`src/rtl/pf_blend_pkg.sv`:
```
/*
 * shared types and constants of the two-playfield colour stage
 * palette words are 16-bit XRGB, red/green/blue as 4-bit nibbles
 * the top nibble means different things in palette A and palette B
 * the AXI address map assumes 32-bit aligned accesses
 */
package pf_blend_pkg;

    // palette geometry
    localparam int PAL_INDEX_W = 8;
    localparam int PAL_DEPTH   = 256;

    // host register map, byte addresses
    localparam int AXIL_ADDR_W = 12;
    localparam logic [AXIL_ADDR_W-1:0] ADDR_CTRL       = 12'h000;
    localparam logic [AXIL_ADDR_W-1:0] ADDR_PAL_A_BASE = 12'h400;
    localparam logic [AXIL_ADDR_W-1:0] ADDR_PAL_B_BASE = 12'h800;

    // AXI response codes
    localparam logic [1:0] RESP_OKAY   = 2'b00;
    localparam logic [1:0] RESP_SLVERR = 2'b10;

    // B alpha field when A mode bit is 0
    localparam logic [1:0] ALPHA_A100 = 2'b00;
    localparam logic [1:0] ALPHA_A75  = 2'b01;
    localparam logic [1:0] ALPHA_A50  = 2'b10;
    localparam logic [1:0] ALPHA_B100 = 2'b11;

    // B alpha field when A mode bit is 1
    localparam logic [1:0] OP_ADD    = 2'b00;
    localparam logic [1:0] OP_SUB    = 2'b01;
    localparam logic [1:0] OP_DELTA  = 2'b10;
    localparam logic [1:0] OP_DELTA2 = 2'b11;

    // one palette word, read as an A colour or as a B colour
    typedef union packed {
        struct packed {
            logic       mode;
            logic [2:0] pad;
            logic [3:0] red;
            logic [3:0] green;
            logic [3:0] blue;
        } a_view;
        struct packed {
            logic [1:0] alpha;
            logic [1:0] pad;
            logic [3:0] red;
            logic [3:0] green;
            logic [3:0] blue;
        } b_view;
    } xrgb_word_u;

endpackage

```
`src/rtl/video_blend.sv`:
```
/*
 * blends the looked-up A and B colours into 4-bit RGB
 * sync and enable get one register to match the palette read,
 * then share the output register with RGB, two cycles in all
 * pb_enable low passes A's colour through untouched
 */
module video_blend import pf_blend_pkg::*; (
    input  logic       clk,
    input  logic       reset_i,
    input  logic       pb_enable_i,
    input  logic       vsync_i,
    input  logic       hsync_i,
    input  logic       dv_de_i,
    input  xrgb_word_u color_a_i,
    input  xrgb_word_u color_b_i,
    output logic [3:0] red_o,
    output logic [3:0] green_o,
    output logic [3:0] blue_o,
    output logic       hsync_o,
    output logic       vsync_o,
    output logic       dv_de_o
);

    // one channel of the blend, mode from A, op or alpha from B
    function automatic logic [3:0] blend_chan(
        input logic [3:0] a,
        input logic [3:0] b,
        input logic       mode,
        input logic [1:0] sel
    );
        logic [4:0] sum;
        logic [4:0] diff;
        logic [5:0] mix75;
        logic [5:0] sum_x2;
        logic [3:0] res;
        sum    = {1'b0, a} + {1'b0, b};
        diff   = {1'b0, a} - {1'b0, b};
        // a/2 + a/4 + b/4, done as 2a + a + b then shifted
        mix75  = {2'b00, a} + {1'b0, a, 1'b0} + {2'b00, b};
        // b doubled, anything past 15 is a carry out of the nibble
        sum_x2 = {2'b00, a} + {1'b0, b, 1'b0};
        if (!mode) begin
            case (sel)
                ALPHA_A100: res = a;
                ALPHA_A75:  res = mix75[5:2];
                ALPHA_A50:  res = sum[4:1];
                default:    res = b;
            endcase
        end else begin
            case (sel)
                OP_ADD:   res = sum[4] ? 4'hF : sum[3:0];
                // borrow shows up in bit 4
                OP_SUB:   res = diff[4] ? 4'h0 : diff[3:0];
                // on carry, B's top bit picks the clamp direction
                OP_DELTA: res = sum[4] ? (b[3] ? 4'h0 : 4'hF) : sum[3:0];
                default:  res = (sum_x2 > 6'd15) ? (b[3] ? 4'h0 : 4'hF) : sum_x2[3:0];
            endcase
        end
        return res;
    endfunction

    // sync and enable aligned to the palette output
    logic       hsync_1;
    logic       vsync_1;
    logic       dv_de_1;
    logic [3:0] blend_r;
    logic [3:0] blend_g;
    logic [3:0] blend_b;

    always_comb begin
        blend_r = blend_chan(color_a_i.a_view.red, color_b_i.b_view.red,
                             color_a_i.a_view.mode, color_b_i.b_view.alpha);
        blend_g = blend_chan(color_a_i.a_view.green, color_b_i.b_view.green,
                             color_a_i.a_view.mode, color_b_i.b_view.alpha);
        blend_b = blend_chan(color_a_i.a_view.blue, color_b_i.b_view.blue,
                             color_a_i.a_view.mode, color_b_i.b_view.alpha);
    end

    always_ff @(posedge clk) begin
        if (reset_i) begin
            hsync_1 <= 1'b0;
            vsync_1 <= 1'b0;
            dv_de_1 <= 1'b0;
            hsync_o <= 1'b0;
            vsync_o <= 1'b0;
            dv_de_o <= 1'b0;
            red_o   <= 4'h0;
            green_o <= 4'h0;
            blue_o  <= 4'h0;
        end else begin
            // first stage, matches the RAM read
            hsync_1 <= hsync_i;
            vsync_1 <= vsync_i;
            dv_de_1 <= dv_de_i;
            // second stage, output register
            hsync_o <= hsync_1;
            vsync_o <= vsync_1;
            dv_de_o <= dv_de_1;
            if (!dv_de_1) begin
                // blanking
                red_o   <= 4'h0;
                green_o <= 4'h0;
                blue_o  <= 4'h0;
            end else if (!pb_enable_i) begin
                red_o   <= color_a_i.a_view.red;
                green_o <= color_a_i.a_view.green;
                blue_o  <= color_a_i.a_view.blue;
            end else begin
                red_o   <= blend_r;
                green_o <= blend_g;
                blue_o  <= blend_b;
            end
        end
    end

endmodule

```
`config.mk`:
```
export PLATFORM = sky130hd
export DESIGN_NAME = video_blend
export DESIGN_NICKNAME = d
export VERILOG_FILES = /design/src/rtl/pf_blend_pkg.sv /design/src/rtl/video_blend.sv
export SDC_FILE = /design/constraint.sdc
export NUM_CORES = 1
export LEC_CHECK = 0
export ABC_AREA = 0
export BUFFER_PORTS_ARGS = -buffer_cell sky130_fd_sc_hd__buf_2
export CAP_MARGIN = 20
export CELL_PAD_IN_SITES_DETAIL_PLACEMENT = 0
export CELL_PAD_IN_SITES_GLOBAL_PLACEMENT = 2
export CORE_MARGIN = 2
export CORE_UTILIZATION = 25
export CTS_CLUSTER_DIAMETER = 80
export DETAILED_ROUTE_END_ITERATION = 12
export PLACE_DENSITY_LB_ADDON = 0.05
export SLEW_MARGIN = 20
export SYNTH_ARGS = -nofsm -noshare
export SYNTH_HDL_FRONTEND = slang
export SYNTH_SLANG_ARGS = --single-unit
```
`constraint.sdc`:
```
create_clock -name clk -period 3.4 [get_ports clk]
set_clock_uncertainty 0.15 [all_clocks]
set_input_delay 0.34 -clock clk [delete_from_list [all_inputs] [get_ports clk]]
set_output_delay 0.34 -clock clk [all_outputs]
set_load 0.01 [all_outputs]
```
==> impl_metrics.tcl, run 1 <==
set metrics [dict create \
    crit_path_end_kind "flip-flop" \
    ctsHoldBuffers 0 \
    root_buffer "clkbuf_16" \
    rows 41 \
    synth_top_family_by_area "compound AO/OA/AOI/OAI gates" \
    post-cts-setup-buffers 0 \
    rsz0062_at_grt "no" \
    synthMuxAreaShare_pct 4.773 \
    clock_tree.buffer_depth 2 \
    p_per_area_mw_per_mm2 278.3 \
    port_buffers 47 \
    clk_latency_ns 0.25 \
    ys_seq_area_share_pct 10.91 \
    cts_buffers 3 \
    dp_hpwl_mm 8.610 \
    vias 3049 \
    synth_fp_nets 494 \
    ctsResizeCount 0 \
    core_area_mm2 0.01277 \
    critPathMaxStageDelay_ns 0.48 \
    slew_headroom_pct 62.20 \
    clock-sinks 18 \
    cp_slowest_cell "fa_1" \
    final_antenna_net_count 0 \
    grt_max_degree 25 \
    ys_ff_latch 18 \
    worstPathMaxFanout 5 \
    outcome "complete, no violations" \
    netlist_area_mm2 0.003303 \
    h-tree-depth 1 \
    synth-simple-area-share_pct 16.02 \
    vdd_ir_drop_max_mv 0.1576 \
    cp.required_ns 3.45 \
    drive_above_1_share_pct 18.71 \
    arrival_ns 2.70 \
    grt_usage_pct 15.40 \
    yosysWarnings 0 \
    period_minus_slack_ns 2.647 \
    clk_pin_slew_ns 0.06 \
    dr.first_iter.drc_count 118 \
    drv_slew 0 \
    worst_pin_slew_ns 0.5670 \
    synth_compound_area_share_pct 28.75 \
    finalWeightedCongestion 0.8312 \
    synthDistinctLibCells 63 \
    maxCapViolCount 0 \
    finalPower_w 0.001047 \
    critical-path-top-delay-family "compound AO/OA/AOI/OAI gates" \
    max_freq_ghz 0.3778 \
    cp-start-kind "primary input" \
    diodes 0 \
    synth.avg_cell_area_um2 8.405 \
    synth_xor_area_share_pct 3.182 \
    setup_viol 0 \
    p_leak_nw 1.643 \
    drcViolationCount 0 \
    tritoncts "yes" \
    syn_to_final_growth_pct 13.94 \
    ys.flop_type "dfxtp_1" \
    grt-ovfl-total 0 \
    chipWidth_um 118.9 \
    drt-vias-per-instance 5.040 \
    dieHeight_um 118.9 \
    path_cells "buf_2, ha_1, fa_1, nor2b_4, o311a_4, nor2_1, a21oi_1, o21ai_0, a211o_1" \
    grt_pass1_vias 3082 \
    routed_wl_mm 10.72 \
    worst-path-buf-inv 1 \
    synth_cells 393 \
    tns_ns 0 \
    grt_pass1_wl_mm 17.31 \
    path_class "in2reg" \
    final_hold_viol_count 0 \
    final_common_cell "buf_2" \
    min_period_over_period_pct 77.84 \
    layoutNonFillerInstCount 605 \
    wl_per_cell_um 17.71 \
    fp.dieArea_mm2 0.01415 \
    ios 53 \
    async_reset_ff_share_pct 0 \
    initial_core_util_pct 25.86 \
    first_pass_iters 4 \
    layout_common_cells "47 x buf_2, 42 x ha_1, 37 x inv_1" \
    synthAdderAreaFrac_pct 28.64 \
    place_inst 601 \
    layout.nets 535 \
    synth-edff-count 0 \
    hold_class "in2reg" \
    grt_antenna_before_repair 0 \
]
## logic make-up after synthesis
group           count (synthesis)
xor+xnor                       12
flops                          18
mux                             7
simple gates                  103
buf+inv                        54
fa+ha+maj                      63
compound gates                136
## state kept, by name (all words and copies together) (netlist names)
name / flops
vsync_o: 1
dv_de_o: 1
hsync_o: 1
blue_o: 4
dv_de_1: 1
vsync_1: 1
red_o: 4
hsync_1: 1
green_o: 4
## metrics by stage
stage | cell area [um2] | setup slack, ns | util (%) | hold WS [ns]
finish | 3764 | 0.7533 | 29.46 | 0.1438
global route | 3764 | 0.6027 | 29.46 | 0.1658
CTS | 3764 | 0.7671 | 29.46 | 0.1449
detailed placement | 3675 | 0.4944 | 28.77 | 0.2773
global placement | 3675 | 0.4789 | 28.77 | 0.2760
floorplan | 3303 | 0.8848 | - | 0.2616
## report_power, final
group          internal, W  switching (W)  leakage [nW]  total [W]
Sequential        0.000220     0.00000207         0.147   0.000222
Clock             0.000180      0.0000996        0.0442   0.000279
Combinational     0.000236       0.000310          1.45   0.000546
Total             0.000636       0.000412          1.64    0.00105
## layer usage
layer / wire length [um] / vias to the layer above / part of all wire [%] / GRT usage [%]
met1: 5237 / 1481 / 49 / 21.65
met5: 0 / - / 0 / 0
li1: - / 1520 / - / -
met3: 243 / 2 / 2.3 / 1.533
met2: 5208 / 46 / 49 / 26.65
met4: 28 / 0 / 0.26 / 0.8929
## final cells by class
class / instances / area (um2)
Fill cell: 1384 / 9010
Sequential cell: 18 / 360.3
Tap cell: 172 / 215.2
Multi-Input combinational cell: 321 / 2688
Timing Repair Buffer: 51 / 265.3
Inverter: 39 / 146.4
Clock buffer: 4 / 88.84
## cells in the mapped netlist (3+ instances only)
| library cell | n | area, um2 |
|---|---|---|
| a21oi_1 | 36 | 180.2 |
| inv_1 | 37 | 138.9 |
| nor2_1 | 25 | 93.84 |
| ha_1 | 42 | 525.5 |
| or2_2 | 3 | 18.77 |
| a22oi_1 | 4 | 30.03 |
| nand2_1 | 21 | 78.83 |
| a211oi_1 | 3 | 22.52 |
| o32ai_1 | 5 | 43.79 |
| nor2b_1 | 15 | 93.84 |
| nand2b_1 | 6 | 37.54 |
| o211ai_1 | 4 | 30.03 |
| o22ai_1 | 4 | 25.02 |
| dfxtp_1 | 18 | 360.4 |
| nor3_1 | 10 | 50.05 |
| nand3_1 | 6 | 30.03 |
| a21o_1 | 6 | 45.04 |
| o221ai_1 | 4 | 35.03 |
| mux4_2 | 7 | 157.7 |
| a31o_2 | 5 | 43.79 |
| o21ai_0 | 25 | 125.1 |
| fa_1 | 21 | 420.4 |
| xor2_1 | 3 | 26.28 |
| xnor2_1 | 9 | 78.83 |
| a31oi_1 | 7 | 43.79 |
| o21a_1 | 7 | 52.55 |
| and2_1 | 3 | 18.77 |
| buf_2 | 8 | 40.04 |
## path summary, 6_finish.rpt
check	from	to	slack, ns	cells after the start
setup / recovery	color_a_i[0]	blue_o[2]$_SDFF_PP0_	0.75	9
hold / removal	hsync_i	hsync_1$_SDFF_PP0_	0.14	2
setup reg to reg	dv_de_1$_SDFF_PP0_	red_o[2]$_SDFF_PP0_	1.48	6
hold reg to reg	hsync_1$_SDFF_PP0_	hsync_o$_SDFF_PP0_	0.29	1
Note: power is estimated with default switching activity, not from simulation.
==> inputs of run 2 (changes only) <==
- clock period: 3.4 -> 2.3 ns (I/O delays scaled with it)
==> run 2 against run 1 <==
  * The run now ends with negative setup slack left
  * Final cell count up 16%
  * Highest routed layer unchanged
  * Critical endpoint is now red_o[0]$_SDFF_PP0_
  * Design area up 23%
  * Via count up 9.3%
  * Power up 70%
  * First-iteration DRC count down 0.85%
  * Largest cell class unchanged
  * Non-clock buffer count up 98
  * Setup slack worse by 0.78 ns
==> impl_metrics.tcl, run 2 (synthesis results as in run 1) <==
set metrics [dict create \
    drive_above_1_share_pct 37.29 \
    ctsHoldBuffers 0 \
    reg_top3 "blue_o x4, green_o x4, red_o x4" \
    drv_slew 0 \
    path_common_cell "inv_2" \
    whs_ns 0.02624 \
    worst-path-buf-inv 3 \
    arrival_ns 2.32 \
    syn_to_final_growth_pct 40.38 \
    clock_tree.buffer_depth 2 \
    path_class "in2reg" \
    cp-start-kind "primary input" \
    cts_buffers 3 \
    violations "negative setup slack" \
    cp-startpoint "color_b_i[10]" \
    slew_headroom_pct 71.50 \
    fin_ws_ns -0.02341 \
    period_minus_slack_ns 2.323 \
    p_leak_nw 2.158 \
    grt_antenna_before_repair 0 \
    port_buffers 47 \
    tns_ns -0.02341 \
    fp.dieArea_mm2 0.01415 \
    grt-ovfl-total 0 \
    grt_pass1_wl_mm 18.89 \
    path_cells "buf_8, fa_1, inv_2, fa_2, inv_2, mux4_2, nand2_2, o21ai_2, a32o_1" \
    p_per_area_mw_per_mm2 383.9 \
    h-tree-depth 1 \
    crit_path_end_kind "flip-flop" \
    vias 3333 \
    final_antenna_net_count 0 \
    cp_slowest_cell "fa_1" \
    grt_pass1_vias 3493 \
    fillers 1326 \
    ios 53 \
    tritoncts "yes" \
    grt_max_degree 19 \
    dp_hpwl_mm 9.553 \
    first_pass_iters 4 \
    wl_per_cell_um 16.19 \
    critPathMaxStageDelay_ns 0.56 \
    outcome "finished with violations" \
    drt-vias-per-instance 4.741 \
    root_buffer "clkbuf_16" \
    finalPower_w 0.001780 \
    core_area_mm2 0.01277 \
    finalWeightedCongestion 0.8153 \
    min-delay-start "hsync_i" \
    final_common_cell "buf_4" \
    dieHeight_um 118.9 \
    layout_common_cells "103 x buf_4, 41 x ha_1, 39 x buf_2" \
    routed_wl_mm 11.38 \
    drcViolationCount 0 \
    dr.first_iter.drc_count 117 \
    r2r_start "dv_de_1$_SDFF_PP0_" \
    max_freq_ghz 0.4304 \
    clk_pin_slew_ns 0.06 \
    setup_viol 1 \
    worstPathMaxFanout 2 \
    hold_class "in2reg" \
    clock-sinks 18 \
    grt_usage_pct 16.66 \
    clk_latency_ns 0.26 \
    cp.required_ns 2.30 \
    worstHoldPathCells 2 \
    ff2ff_path_depth 6 \
    initial_core_util_pct 25.86 \
    cp_num_cells 9 \
    rows 41 \
    worst_pin_slew_ns 0.4275 \
    critical-path-top-delay-family "adder cells" \
    final_hold_viol_count 0 \
    diodes 0 \
    min_period_over_period_pct 101.0 \
    rsz0062_at_grt "yes" \
    maxCapViolCount 0 \
    layout.nets 633 \
    chipWidth_um 118.9 \
    vdd_ir_drop_max_mv 0.2524 \
]
-- run 2: final cells by class --
type	instances	area, um2	area share [%]
Tap cell	172	215.2	4.641
Multi-Input combinational cell	321	2766	59.66
Inverter	39	146.4	3.157
Sequential cell	18	360.3	7.771
Timing Repair Buffer	149	1060	22.85
Clock buffer	4	88.84	1.916
-- run 2: per-layer routing --
layer	vias up	global-route usage (%)	routed length (um)
met5	-	0	0
met4	0	2.083	46
met3	4	1.868	241
met2	49	28.02	5442
met1	1565	23.53	5653
li1	1715	-	-
-- run 2: report_power, final --
group | switching, W | internal, W | total [W]
clock | 0.000145 | 0.000266 | 0.000411
combinational | 0.000514 | 0.000525 | 0.00104
sequential | 0.00000401 | 0.000326 | 0.000330
-- run 2: metrics by stage --
step           instances  util [%]  instance area [um2]  setup slack, ns
2_1_floorplan        393         -                 3306         -0.09471
3_3_place_gp         698     34.59                 4418          -0.3279
3_5_place_dp         698     34.59                 4418          -0.3334
4_1_cts              703     35.53                 4538         -0.02294
5_1_grt              703     36.30                 4637         -0.06300
6_report             703     36.30                 4637         -0.02341
-- run 2: final timing paths --
check                         to  slack (ns)
max          red_o[0]$_SDFF_PP0_       -0.02
min           hsync_1$_SDFF_PP0_        0.03
max reg2reg  red_o[2]$_SDFF_PP0_        0.70
min reg2reg   vsync_o$_SDFF_PP0_        0.29
-- run 2: worst register-to-register path, stage by stage (launching register included) --
cell and delay [ns]:
dfxtp_1 0.31, nand2b_1 0.08, inv_2 0.18, nand2_1 0.19
o32ai_1 0.36, a32oi_1 0.13, o211ai_1 0.12
-- run 2: what timing repair did --
| item | CTS | global route |
|---|---|---|
| pin swaps | 8 | 9 |
| setup endpoints to repair | 5 | 10 |
| cloned | 0 | 0 |
| gates resized for setup | 7 | 26 |
| setup buffers | 1 | 0 |
