$ cat config.mk
export PLATFORM = sky130hd
export DESIGN_NAME = axil_palette_regs
export DESIGN_NICKNAME = d
export VERILOG_FILES = /design/src/rtl/pf_blend_pkg.sv /design/src/rtl/axil_palette_regs.sv
export SDC_FILE = /design/constraint.sdc
export NUM_CORES = 1
export LEC_CHECK = 0
export BUFFER_PORTS_ARGS = -buffer_cell sky130_fd_sc_hd__buf_2
export CORE_ASPECT_RATIO = 1.2
export CORE_MARGIN = 2
export CORE_UTILIZATION = 33
export CTS_CLUSTER_DIAMETER = 30
export DETAILED_ROUTE_END_ITERATION = 8
export PLACE_DENSITY = 0.72
export SLEW_MARGIN = 10
export SYNTH_ARGS = -nofsm -noshare
export SYNTH_HDL_FRONTEND = slang
export SYNTH_SLANG_ARGS = --single-unit
$ cat constraint.sdc
create_clock -name clk -period 1.6 [get_ports clk]
set_clock_uncertainty 0.2 [all_clocks]
set_input_delay 0.32 -clock clk [delete_from_list [all_inputs] [get_ports clk]]
set_output_delay 0.32 -clock clk [all_outputs]
set_load 0.02 [all_outputs]
$ cat src/rtl/pf_blend_pkg.sv
/*
 * shared types and constants of the two-playfield colour stage
 * palette words are 16-bit XRGB, red/green/blue as 4-bit nibbles
 * the top nibble means different things in palette A and palette B
 * the AXI address map assumes 32-bit aligned accesses
 */
package pf_blend_pkg;

    // palette geometry
    localparam int PAL_INDEX_W = 8;
    localparam int PAL_DEPTH   = 256;

    // host register map, byte addresses
    localparam int AXIL_ADDR_W = 12;
    localparam logic [AXIL_ADDR_W-1:0] ADDR_CTRL       = 12'h000;
    localparam logic [AXIL_ADDR_W-1:0] ADDR_PAL_A_BASE = 12'h400;
    localparam logic [AXIL_ADDR_W-1:0] ADDR_PAL_B_BASE = 12'h800;

    // AXI response codes
    localparam logic [1:0] RESP_OKAY   = 2'b00;
    localparam logic [1:0] RESP_SLVERR = 2'b10;

    // B alpha field when A mode bit is 0
    localparam logic [1:0] ALPHA_A100 = 2'b00;
    localparam logic [1:0] ALPHA_A75  = 2'b01;
    localparam logic [1:0] ALPHA_A50  = 2'b10;
    localparam logic [1:0] ALPHA_B100 = 2'b11;

    // B alpha field when A mode bit is 1
    localparam logic [1:0] OP_ADD    = 2'b00;
    localparam logic [1:0] OP_SUB    = 2'b01;
    localparam logic [1:0] OP_DELTA  = 2'b10;
    localparam logic [1:0] OP_DELTA2 = 2'b11;

    // one palette word, read as an A colour or as a B colour
    typedef union packed {
        struct packed {
            logic       mode;
            logic [2:0] pad;
            logic [3:0] red;
            logic [3:0] green;
            logic [3:0] blue;
        } a_view;
        struct packed {
            logic [1:0] alpha;
            logic [1:0] pad;
            logic [3:0] red;
            logic [3:0] green;
            logic [3:0] blue;
        } b_view;
    } xrgb_word_u;

endpackage

$ cat src/rtl/axil_palette_regs.sv
/*
 * AXI4-Lite slave for the palettes and the control register
 * one outstanding write and one outstanding read at a time
 * palettes are write-only, reading them gives zero with SLVERR
 * a palette write needs wstrb[1:0] both set, other strobes ignored
 */
module axil_palette_regs import pf_blend_pkg::*; (
    input  logic                   clk,
    input  logic                   reset_i,
    input  logic [AXIL_ADDR_W-1:0] s_axil_awaddr_i,
    input  logic                   s_axil_awvalid_i,
    output logic                   s_axil_awready_o,
    input  logic [31:0]            s_axil_wdata_i,
    input  logic [3:0]             s_axil_wstrb_i,
    input  logic                   s_axil_wvalid_i,
    output logic                   s_axil_wready_o,
    output logic [1:0]             s_axil_bresp_o,
    output logic                   s_axil_bvalid_o,
    input  logic                   s_axil_bready_i,
    input  logic [AXIL_ADDR_W-1:0] s_axil_araddr_i,
    input  logic                   s_axil_arvalid_i,
    output logic                   s_axil_arready_o,
    output logic [31:0]            s_axil_rdata_o,
    output logic [1:0]             s_axil_rresp_o,
    output logic                   s_axil_rvalid_o,
    input  logic                   s_axil_rready_i,
    output logic                   pal_we_o,
    output logic                   pal_sel_b_o,
    output logic [PAL_INDEX_W-1:0] pal_addr_o,
    output logic [15:0]            pal_wdata_o,
    output logic                   pb_enable_o
);

    logic aw_ready;
    logic b_valid;
    logic ar_ready;
    logic r_valid;
    logic wr_go;
    logic rd_go;
    logic wr_is_ctrl;
    logic wr_is_pal_a;
    logic wr_is_pal_b;
    logic rd_is_ctrl;

    // handshake completes on the cycle ready is up
    assign wr_go = aw_ready & s_axil_awvalid_i & s_axil_wvalid_i;
    assign rd_go = ar_ready & s_axil_arvalid_i;

    // control register is a single word
    assign wr_is_ctrl = (s_axil_awaddr_i[AXIL_ADDR_W-1:2] == ADDR_CTRL[AXIL_ADDR_W-1:2]);
    assign rd_is_ctrl = (s_axil_araddr_i[AXIL_ADDR_W-1:2] == ADDR_CTRL[AXIL_ADDR_W-1:2]);

    // each palette spans 1 KiB, one word per entry
    assign wr_is_pal_a = (s_axil_awaddr_i[AXIL_ADDR_W-1:PAL_INDEX_W+2]
                          == ADDR_PAL_A_BASE[AXIL_ADDR_W-1:PAL_INDEX_W+2]);
    assign wr_is_pal_b = (s_axil_awaddr_i[AXIL_ADDR_W-1:PAL_INDEX_W+2]
                          == ADDR_PAL_B_BASE[AXIL_ADDR_W-1:PAL_INDEX_W+2]);

    // write channel control
    always_ff @(posedge clk) begin
        if (reset_i) begin
            aw_ready    <= 1'b0;
            b_valid     <= 1'b0;
            pal_we_o    <= 1'b0;
            pb_enable_o <= 1'b0;
        end else begin
            // address and data accepted together, held off while B is pending
            aw_ready <= s_axil_awvalid_i & s_axil_wvalid_i & ~aw_ready & ~b_valid;
            // one-cycle RAM strobe, only for full low halfword
            pal_we_o <= wr_go & (wr_is_pal_a | wr_is_pal_b) & (&s_axil_wstrb_i[1:0]);
            if (wr_go) begin
                b_valid <= 1'b1;
            end else if (s_axil_bready_i) begin
                b_valid <= 1'b0;
            end
            if (wr_go && wr_is_ctrl && s_axil_wstrb_i[0]) begin
                pb_enable_o <= s_axil_wdata_i[0];
            end
        end
    end

    // write payload, captured at the handshake
    always_ff @(posedge clk) begin
        if (wr_go) begin
            s_axil_bresp_o <= (wr_is_ctrl | wr_is_pal_a | wr_is_pal_b) ? RESP_OKAY
                                                                       : RESP_SLVERR;
            pal_sel_b_o    <= wr_is_pal_b;
            pal_addr_o     <= s_axil_awaddr_i[PAL_INDEX_W+1:2];
            pal_wdata_o    <= s_axil_wdata_i[15:0];
        end
    end

    // read channel control
    always_ff @(posedge clk) begin
        if (reset_i) begin
            ar_ready <= 1'b0;
            r_valid  <= 1'b0;
        end else begin
            ar_ready <= s_axil_arvalid_i & ~ar_ready & ~r_valid;
            if (rd_go) begin
                r_valid <= 1'b1;
            end else if (s_axil_rready_i) begin
                r_valid <= 1'b0;
            end
        end
    end

    // read data, only the control word is readable
    always_ff @(posedge clk) begin
        if (rd_go) begin
            if (rd_is_ctrl) begin
                s_axil_rdata_o <= {31'b0, pb_enable_o};
                s_axil_rresp_o <= RESP_OKAY;
            end else begin
                s_axil_rdata_o <= 32'b0;
                s_axil_rresp_o <= RESP_SLVERR;
            end
        end
    end

    assign s_axil_awready_o = aw_ready;
    assign s_axil_wready_o  = aw_ready;
    assign s_axil_bvalid_o  = b_valid;
    assign s_axil_arready_o = ar_ready;
    assign s_axil_rvalid_o  = r_valid;

endmodule

==> impl_metrics.py, run 1 <==
metrics = {
    "global_routing": {
        "grt_max_degree": 28,
        "grt_pass1_wl_um": 3860,
        "antenna_found_initial": 0,
        "grt_pass1_vias": 883,
        "gr-total-overflow": 0,
        "grt_usage_pct": 10.7,
    },
    "cts": {
        "clk_path_buf_depth": 2,
        "h-tree-depth": 2,
        "numClockSinks": 34,
        "clk_latency_ns": 0.27,
        "clk_pin_slew_ns": 0.06,
        "ctsRootBufferMaster": "clkbuf_8",
        "cts_inserted_buffers": 5,
        "post_cts_buffers": 0,
        "cts_resized": 0,
        "postCtsHoldBufs": 0,
        "cts_tree": "done",
    },
    "placement": {
        "place_ws_ns": -0.201,
        "port-buffer-count": 79,
        "dp_cells": 242,
        "dp_hpwl_um": 2120,
        "postPlaceCellArea_um2": 1840,
        "routabilityCongestion": 0.728,
    },
    "yosys": {
        "synth_area_um2": 1450,
        "yosysUniqueCellTypes": 22,
        "yosysWarnings": 0,
        "avgSynthCellArea_um2": 14.1,
        "synth_cells": 103,
        "yosys_register_bits": 34,
        "synth-seq-area-share_pct": 66.4,
        "synth.area.top_cells": "edfxtp_1 58%, buf_4 18%, dfxtp_1 8.3%, ha_1 2.6%, nor4_4 1.5%",
        "synth_largest_area_cell": "edfxtp_1",
        "synth_top_area_share_pct": 58.1,
    },
    "setup_path": {
        "r2r-start": "s_axil_awready_o$_SDFF_PP0_",
        "worst_setup_path_start_kind": "primary input",
        "required_ns": 1.60,
        "worstSetupEndpointType": "flop",
        "reg2reg_depth": 3,
        "rrSetupSlack_ns": 0.29,
        "r2r-end": "pb_enable_o$_SDFFE_PP0P_",
        "cp_max_fo": 2,
        "worstSetupPathType": "in2reg",
        "crit_arrival_ns": 1.49,
    },
    "pwr": {
        "seqPwrFrac_pct": 56.1,
        "pwr-share-clk_pct": 32.8,
        "combPwrFrac_pct": 11.1,
        "internal_power_mw": 1.33,
        "power.leakage_nw": 0.904,
        "power_density_nw_per_um2": 904,
        "switching_power_mw": 0.402,
        "switching_share_pct": 23.1,
        "peakVddDrop_v": 0.000277,
        "p_total_mw": 1.74,
    },
    "routing": {
        "drtAntennaViolNets": 0,
        "vias_per_cell": 3.87,
        "drc": 0,
        "finalWirelength_um": 2550,
        "firstDrtPassIters": 3,
        "num_vias": 968,
        "drt_iter0_drc": 50,
        "wire_per_inst_um": 10.2,
    },
    "floorplanning": {
        "coreArea_um2": 4230,
        "die_y_um": 76.6,
        "num_rows": 26,
        "die_x_um": 64.5,
        "io_pins": 135,
        "start_util_pct": 34.2,
        "die-area_um2": 4930,
    },
    "layout": {
        "final_cell_mix": "79 x buf_2, 33 x conb_1, 28 x edfxtp_1, 6 x dfxtp_1",
        "final_common_cell": "buf_2",
        "fin_nets": 263,
        "design_area_um2": 1920,
        "fin_util_pct": 45.4,
        "drive_gt1_share_pct": 49.5,
        "syn2layout_area_growth_pct": 32.7,
        "fin_cells": 250,
        "diodes": 0,
    },
    "outcome": {
        "status": "completed",
    },
    "timing": {
        "grt_setup_unrepaired": "no",
        "finalSetupViolCount": 0,
        "whs_ns": 0.0176,
        "period_share_pct": 93.1,
        "finalHoldViolCount": 0,
        "period_minus_slack_ns": 1.49,
        "fin_ws_ns": 0.110,
        "drv_slew": 0,
        "clock.fmax_mhz": 671,
        "finalSetupTns_ns": 0,
    },
    "min_path": {
        "min_to": "pal_wdata_o[2]$_DFFE_PP_",
        "hp-start": "s_axil_wdata_i[2]",
        "hp-class": "in2reg",
        "whs_path_depth": 1,
    },
    "run": {
        "drv_cap": 0,
    },
}
[worst max-delay path: stages]
cell and delay [ns]:
buf_2 0.10, inv_1 0.07, ha_1 0.15, or3b_4 0.39
nor4_4 0.24, mux2i_1 0.22
[layer usage]
| layer | wire, µm | global-route usage, % | vias to the layer above | part of all wire, % |
|---|---|---|---|---|
| met1 | 809 | 9.26 | 415 | 32 |
| met3 | 378 | 4.28 | 5 | 15 |
| met4 | 53 | 6.38 | 0 | 2.1 |
| met5 | 0 | 0 | - | 0 |
| met2 | 1300 | 19.9 | 78 | 51 |
| li1 | - | - | 470 | - |
[power by group through the flow]
stage	Sequential (mW)	Clock, mW	Combinational (mW)
floorplan	1.01	0	0.156
global placement	0.992	0	0.190
detailed placement	0.993	0	0.194
CTS	0.974	0.592	0.195
global route	0.974	0.636	0.211
finish	0.974	0.569	0.193
[synth_stat cells]
master	number
buf_4	34
edfxtp_1	28
dfxtp_1	6
inv_1	5
nor2_1	4
ha_1	3
nor3_1	3
nor4_1	3
a21oi_1	2
nand2_1	2
nand2b_1	2
and2_1	1
and3_1	1
conb_1	1
mux2i_1	1
nand3_1	1
nand4_1	1
nor4_4	1
nor4b_1	1
or2_4	1
or3b_2	1
or4_4	1
[cell families after synthesis]
family	Yosys count	synth area share, %
adder cells (fa/ha/maj)	3	2.59
AO/OA/AOI/OAI	2	0.691
multiplexers	1	0.691
flip-flops	34	66.4
other	1	0.259
AND/OR/NAND/NOR	23	10.5
buffers and inverters	39	18.9
[registers in the layout (all words and copies together), names as in the netlist]
register / count
pal_wdata_o: 16
pal_addr_o: 8
pal_sel_b_o: 1
pal_we_o: 1
pb_enable_o: 1
s_axil_arready_o: 1
s_axil_awready_o: 1
s_axil_bresp_o: 1
s_axil_bvalid_o: 1
s_axil_rdata_o: 1
s_axil_rresp_o: 1
s_axil_rvalid_o: 1
[layout make-up]
type	count	area, µm²
fillers	405	2310
flip-flops and latches	34	961
repair buffers	85	453
multi-input cells	62	337
clock buffers	6	72.6
well taps	56	70.1
inverters	5	18.8
clock inverters	2	8.76
[how the worst max path moves through the flow]
stage | start | to | depth (start not counted)
finish | s_axil_awaddr_i[10] | pb_enable_o$_SDFFE_PP0P_ | 6
CTS | s_axil_awaddr_i[10] | pb_enable_o$_SDFFE_PP0P_ | 6
floorplan | s_axil_awaddr_i[5] | pb_enable_o$_SDFFE_PP0P_ | 3
detailed placement | s_axil_awaddr_i[10] | pb_enable_o$_SDFFE_PP0P_ | 6
global route | s_axil_awaddr_i[10] | pb_enable_o$_SDFFE_PP0P_ | 6
global placement | s_axil_awaddr_i[5] | pb_enable_o$_SDFFE_PP0P_ | 4
Power figures use the tool's default switching activity.
==> run 2, diff against run 1 <==
--- a/config.mk
+++ b/config.mk
@@ -11,7 +11,7 @@
 export CORE_UTILIZATION = 33
 export CTS_CLUSTER_DIAMETER = 30
 export DETAILED_ROUTE_END_ITERATION = 8
-export PLACE_DENSITY = 0.72
+export PLACE_DENSITY = 0.76
 export SLEW_MARGIN = 10
 export SYNTH_ARGS = -nofsm -noshare
 export SYNTH_HDL_FRONTEND = slang
==> run 2 against run 1 <==
Net effect:
- wire length increased by 3.5%
- clock-buffer cell count did not move
- cell count decreased by 0.80%
- non-clock buffer count is 2 lower
==> impl_metrics.py, run 2 (synthesized netlist as in run 1, its figures left out) <==
metrics = {
    "outcome": {
        "status": "completed",
    },
    "routing": {
        "drt_iter0_drc": 47,
        "num_vias": 976,
        "finalWirelength_um": 2640,
        "vias_per_cell": 3.94,
        "wire_per_inst_um": 10.6,
        "drtAntennaViolNets": 0,
        "firstDrtPassIters": 4,
        "drc": 0,
    },
    "setup_path": {
        "worstSetupPathType": "in2reg",
        "cp_max_fo": 2,
        "required_ns": 1.62,
        "worstPathCellList": "buf_2 > or4_4 > nor4_4 > mux2i_1",
        "worst_setup_path_start_kind": "primary input",
        "crit_arrival_ns": 1.47,
        "cpPeakStageDelay_ns": 0.56,
        "slowest_stage": "or4_4",
        "worstSetupEndpointType": "flop",
    },
    "floorplanning": {
        "die_y_um": 76.6,
        "die-area_um2": 4930,
        "coreArea_um2": 4230,
        "io_pins": 135,
        "die_x_um": 64.5,
        "num_rows": 26,
        "start_util_pct": 34.2,
    },
    "global_routing": {
        "grt_max_degree": 28,
        "gr-total-overflow": 0,
        "grt_pass1_vias": 883,
        "antenna_found_initial": 0,
        "grt_usage_pct": 10.9,
        "grt_pass1_wl_um": 3950,
    },
    "placement": {
        "port-buffer-count": 79,
        "dp_hpwl_um": 2100,
        "dp_cells": 240,
        "routabilityCongestion": 0.678,
        "postPlaceCellArea_um2": 1820,
    },
    "timing": {
        "grt_setup_unrepaired": "no",
        "finalSetupTns_ns": 0,
        "whs_ns": 0.0135,
        "finalHoldViolCount": 0,
        "period_share_pct": 91.2,
        "finalSetupViolCount": 0,
        "clock.fmax_mhz": 686,
        "drv_slew": 0,
        "period_minus_slack_ns": 1.46,
    },
    "pwr": {
        "internal_power_mw": 1.33,
        "peakVddDrop_v": 0.000270,
        "pwr-share-clk_pct": 33.3,
        "power.leakage_nw": 0.895,
        "combPwrFrac_pct": 10.9,
        "switching_power_mw": 0.413,
        "power_density_nw_per_um2": 916,
        "seqPwrFrac_pct": 55.8,
        "switching_share_pct": 23.7,
    },
    "cts": {
        "clk_pin_slew_ns": 0.07,
        "ctsRootBufferMaster": "clkbuf_8",
        "numClockSinks": 34,
        "cts_resized": 0,
        "clk_latency_ns": 0.28,
        "h-tree-depth": 2,
        "postCtsHoldBufs": 0,
        "post_cts_buffers": 0,
        "clk_path_buf_depth": 2,
        "cts_inserted_buffers": 5,
        "cts_tree": "done",
    },
    "layout": {
        "fin_nets": 261,
        "design_area_um2": 1910,
        "fin_util_pct": 45.1,
        "largestRegisters": "pal_wdata_o x16, pal_addr_o x8",
        "final_common_cell": "buf_2",
        "syn2layout_area_growth_pct": 31.6,
        "largest_register_ffs": 16,
        "drive_gt1_share_pct": 49.0,
        "diodes": 0,
        "final_cell_mix": "79 x buf_2, 33 x conb_1, 28 x edfxtp_1, 6 x dfxtp_1",
        "fin_cells": 248,
        "regMostFlops": "pal_wdata_o",
    },
    "min_path": {
        "hp-class": "in2reg",
    },
    "run": {
        "drv_cap": 0,
    },
}
run 2: cell count changes in the layout (fill, tap and decap cells not counted):
cell / delta
buf_4: -2
run 2: critical path: cells and delay by family:
family                 cells  cell delay (ns)
AND/OR/NAND/NOR            2             0.85
multiplexers               1             0.20
buffers and inverters      1             0.11
run 2: final cells by class:
| cell class | instances | area (µm²) |
|---|---|---|
| repair buffers | 83 | 438 |
| clock inverters | 2 | 8.76 |
| multi-input cells | 62 | 337 |
| fillers | 404 | 2320 |
| well taps | 56 | 70.1 |
| flip-flops and latches | 34 | 961 |
| inverters | 5 | 18.8 |
| clock buffers | 6 | 72.6 |
run 2: path summary, 6_finish.rpt:
kind | from | to | depth (start not counted) | slack, ns
min | s_axil_wdata_i[10] | pal_wdata_o[10]$_DFFE_PP_ | 1 | 0.01
min reg2reg | s_axil_arready_o$_SDFF_PP0_ | s_axil_arready_o$_SDFF_PP0_ | 1 | 0.24
max | s_axil_awaddr_i[5] | pb_enable_o$_SDFFE_PP0P_ | 4 | 0.14
max reg2reg | s_axil_awready_o$_SDFF_PP0_ | pal_wdata_o[9]$_DFFE_PP_ | 2 | 0.31
run 2: power by group through the flow:
stage | clock network, mW | logic, mW | registers [mW]
floorplan | 0 | 0.156 | 1.01
CTS | 0.602 | 0.192 | 0.973
finish | 0.580 | 0.191 | 0.974
global route | 0.639 | 0.207 | 0.974
global placement | 0 | 0.187 | 0.992
detailed placement | 0 | 0.191 | 0.993
run 2: metal layers:
layer	vias to the layer above	global-route usage [%]	wire length (µm)
met5	-	0	0
met4	0	7.66	71
met3	7	3.84	399
met2	82	19.4	1280
met1	420	10.0	889
li1	467	-	-
run 2: per-stage QoR:
stage | total power, mW | setup WS, ns
detailed placement | 1.18 | -0.169
global placement | 1.18 | -0.153
floorplan | 1.16 | 0.0259
CTS | 1.77 | 0.125
finish | 1.74 | 0.141
global route | 1.82 | 0.0792
==> run 3, diff against run 2 <==
--- a/config.mk
+++ b/config.mk
@@ -11,7 +11,7 @@
 export CORE_UTILIZATION = 33
 export CTS_CLUSTER_DIAMETER = 30
 export DETAILED_ROUTE_END_ITERATION = 8
-export PLACE_DENSITY = 0.76
+export PLACE_DENSITY = 0.82
 export SLEW_MARGIN = 10
 export SYNTH_ARGS = -nofsm -noshare
 export SYNTH_HDL_FRONTEND = slang
==> run 3 against run 2 <==
Net effect:
- core utilization increased by 0.18 points
- die area unchanged
- worst hold slack improved by 0.0082 ns
- clock power decreased by 1%
- critical endpoint unchanged
- sequential power about the same
- register-to-register slack got worse by 0.03 ns
- highest routed layer unchanged
==> impl_metrics.py, run 3 (synthesized netlist as in run 1, its figures left out) <==
metrics = {
    "global_routing": {
        "grt_pass1_vias": 830,
        "grt_max_degree": 28,
        "antenna_found_initial": 0,
        "gr-total-overflow": 0,
        "grt_usage_pct": 10.6,
        "grt_pass1_wl_um": 3860,
    },
    "min_path": {
        "min_to": "pal_wdata_o[14]$_DFFE_PP_",
        "hp-start": "s_axil_wdata_i[14]",
        "hp-class": "in2reg",
        "whs_path_depth": 1,
    },
    "pwr": {
        "seqPwrFrac_pct": 56.0,
        "peakVddDrop_v": 0.000286,
        "pwr-share-clk_pct": 32.9,
        "combPwrFrac_pct": 11.1,
        "switching_share_pct": 23.3,
        "power_density_nw_per_um2": 909,
        "switching_power_mw": 0.406,
        "power.leakage_nw": 0.899,
        "internal_power_mw": 1.33,
    },
    "timing": {
        "grt_setup_unrepaired": "no",
        "drv_slew": 0,
        "finalSetupTns_ns": 0,
        "period_share_pct": 93.8,
        "period_minus_slack_ns": 1.50,
        "clock.fmax_mhz": 666,
        "finalSetupViolCount": 0,
        "finalHoldViolCount": 0,
    },
    "setup_path": {
        "required_ns": 1.60,
        "rrSetupSlack_ns": 0.28,
        "worstSetupEndpointType": "flop",
        "r2r-end": "pb_enable_o$_SDFFE_PP0P_",
        "worstSetupPathType": "in2reg",
        "crit_arrival_ns": 1.50,
        "r2r-start": "s_axil_awready_o$_SDFF_PP0_",
        "worst_setup_path_start_kind": "primary input",
        "cp_max_fo": 2,
        "reg2reg_depth": 3,
    },
    "layout": {
        "diodes": 0,
        "drive_gt1_share_pct": 49.2,
        "fin_util_pct": 45.2,
        "largest_register_ffs": 16,
        "largestRegisters": "pal_wdata_o x16, pal_addr_o x8",
        "fin_nets": 262,
        "final_common_cell": "buf_2",
        "design_area_um2": 1910,
        "syn2layout_area_growth_pct": 32.2,
        "fin_cells": 249,
        "final_cell_mix": "79 x buf_2, 33 x conb_1, 28 x edfxtp_1, 6 x dfxtp_1",
        "regMostFlops": "pal_wdata_o",
    },
    "placement": {
        "postPlaceCellArea_um2": 1830,
        "dp_hpwl_um": 2160,
        "routabilityCongestion": 0.679,
        "dp_cells": 241,
        "port-buffer-count": 79,
    },
    "floorplanning": {
        "die_y_um": 76.6,
        "coreArea_um2": 4230,
        "io_pins": 135,
        "start_util_pct": 34.2,
        "num_rows": 26,
        "die_x_um": 64.5,
        "die-area_um2": 4930,
    },
    "cts": {
        "clk_path_buf_depth": 2,
        "cts_tree": "done",
        "cts_inserted_buffers": 5,
        "clk_latency_ns": 0.27,
        "ctsRootBufferMaster": "clkbuf_8",
        "h-tree-depth": 2,
        "cts_resized": 0,
        "numClockSinks": 34,
        "post_cts_buffers": 0,
        "postCtsHoldBufs": 0,
        "clk_pin_slew_ns": 0.06,
    },
    "routing": {
        "firstDrtPassIters": 3,
        "wire_per_inst_um": 10.6,
        "drtAntennaViolNets": 0,
        "drc": 0,
        "num_vias": 974,
        "finalWirelength_um": 2640,
        "drt_iter0_drc": 46,
        "vias_per_cell": 3.91,
    },
    "outcome": {
        "status": "completed",
    },
    "run": {
        "drv_cap": 0,
    },
}
-- run 3: per-layer routing --
| layer | GRT usage [%] | routed length, µm | vias to the layer above |
|---|---|---|---|
| met4 | 5.96 | 46 | 0 |
| met5 | 0 | 0 | - |
| met3 | 3.55 | 379 | 4 |
| met1 | 10.3 | 902 | 424 |
| met2 | 19.1 | 1310 | 80 |
| li1 | - | - | 466 |
-- run 3: critical path, stage by stage --
cell,delay (ns)
buf_2,0.10
inv_1,0.07
ha_1,0.14
or3b_4,0.39
nor4_4,0.26
mux2i_1,0.21
-- run 3: power groups by stage --
stage | clock network [mW] | logic, mW | registers, mW
global placement | 0 | 0.188 | 0.992
floorplan | 0 | 0.156 | 1.01
CTS | 0.597 | 0.194 | 0.973
detailed placement | 0 | 0.194 | 0.993
finish | 0.572 | 0.193 | 0.973
global route | 0.629 | 0.210 | 0.974
-- run 3: worst max path at each step --
stage / cells after the start / end / startpoint / slack [ns]
2_1_floorplan: 3 / pb_enable_o$_SDFFE_PP0P_ / s_axil_awaddr_i[5] / 0.03
3_3_place_gp: 4 / pb_enable_o$_SDFFE_PP0P_ / s_axil_awaddr_i[5] / -0.17
3_5_place_dp: 6 / pb_enable_o$_SDFFE_PP0P_ / s_axil_awaddr_i[10] / -0.22
4_1_cts: 6 / pb_enable_o$_SDFFE_PP0P_ / s_axil_awaddr_i[10] / 0.08
5_1_grt: 6 / pb_enable_o$_SDFFE_PP0P_ / s_axil_awaddr_i[10] / 0.03
6_report: 6 / pb_enable_o$_SDFFE_PP0P_ / s_axil_awaddr_i[10] / 0.1
-- run 3: final cells by class --
cell class | count | area, µm²
timing repair buffer | 84 | 445
tap | 56 | 70.1
fill | 413 | 2320
inverter | 5 | 18.8
clock buffer | 6 | 72.6
multi-input combinational | 62 | 337
clock inverter | 2 | 8.76
sequential | 34 | 961
-- run 3: through the flow --
step | worst slack (ns) | power (mW) | hold slack (ns)
floorplan | 0.0259 | 1.16 | 0.192
global placement | -0.170 | 1.18 | 0.224
detailed placement | -0.222 | 1.19 | 0.239
CTS | 0.0753 | 1.76 | 0.0146
global route | 0.0321 | 1.81 | 0.0172
finish | 0.0995 | 1.74 | 0.0217
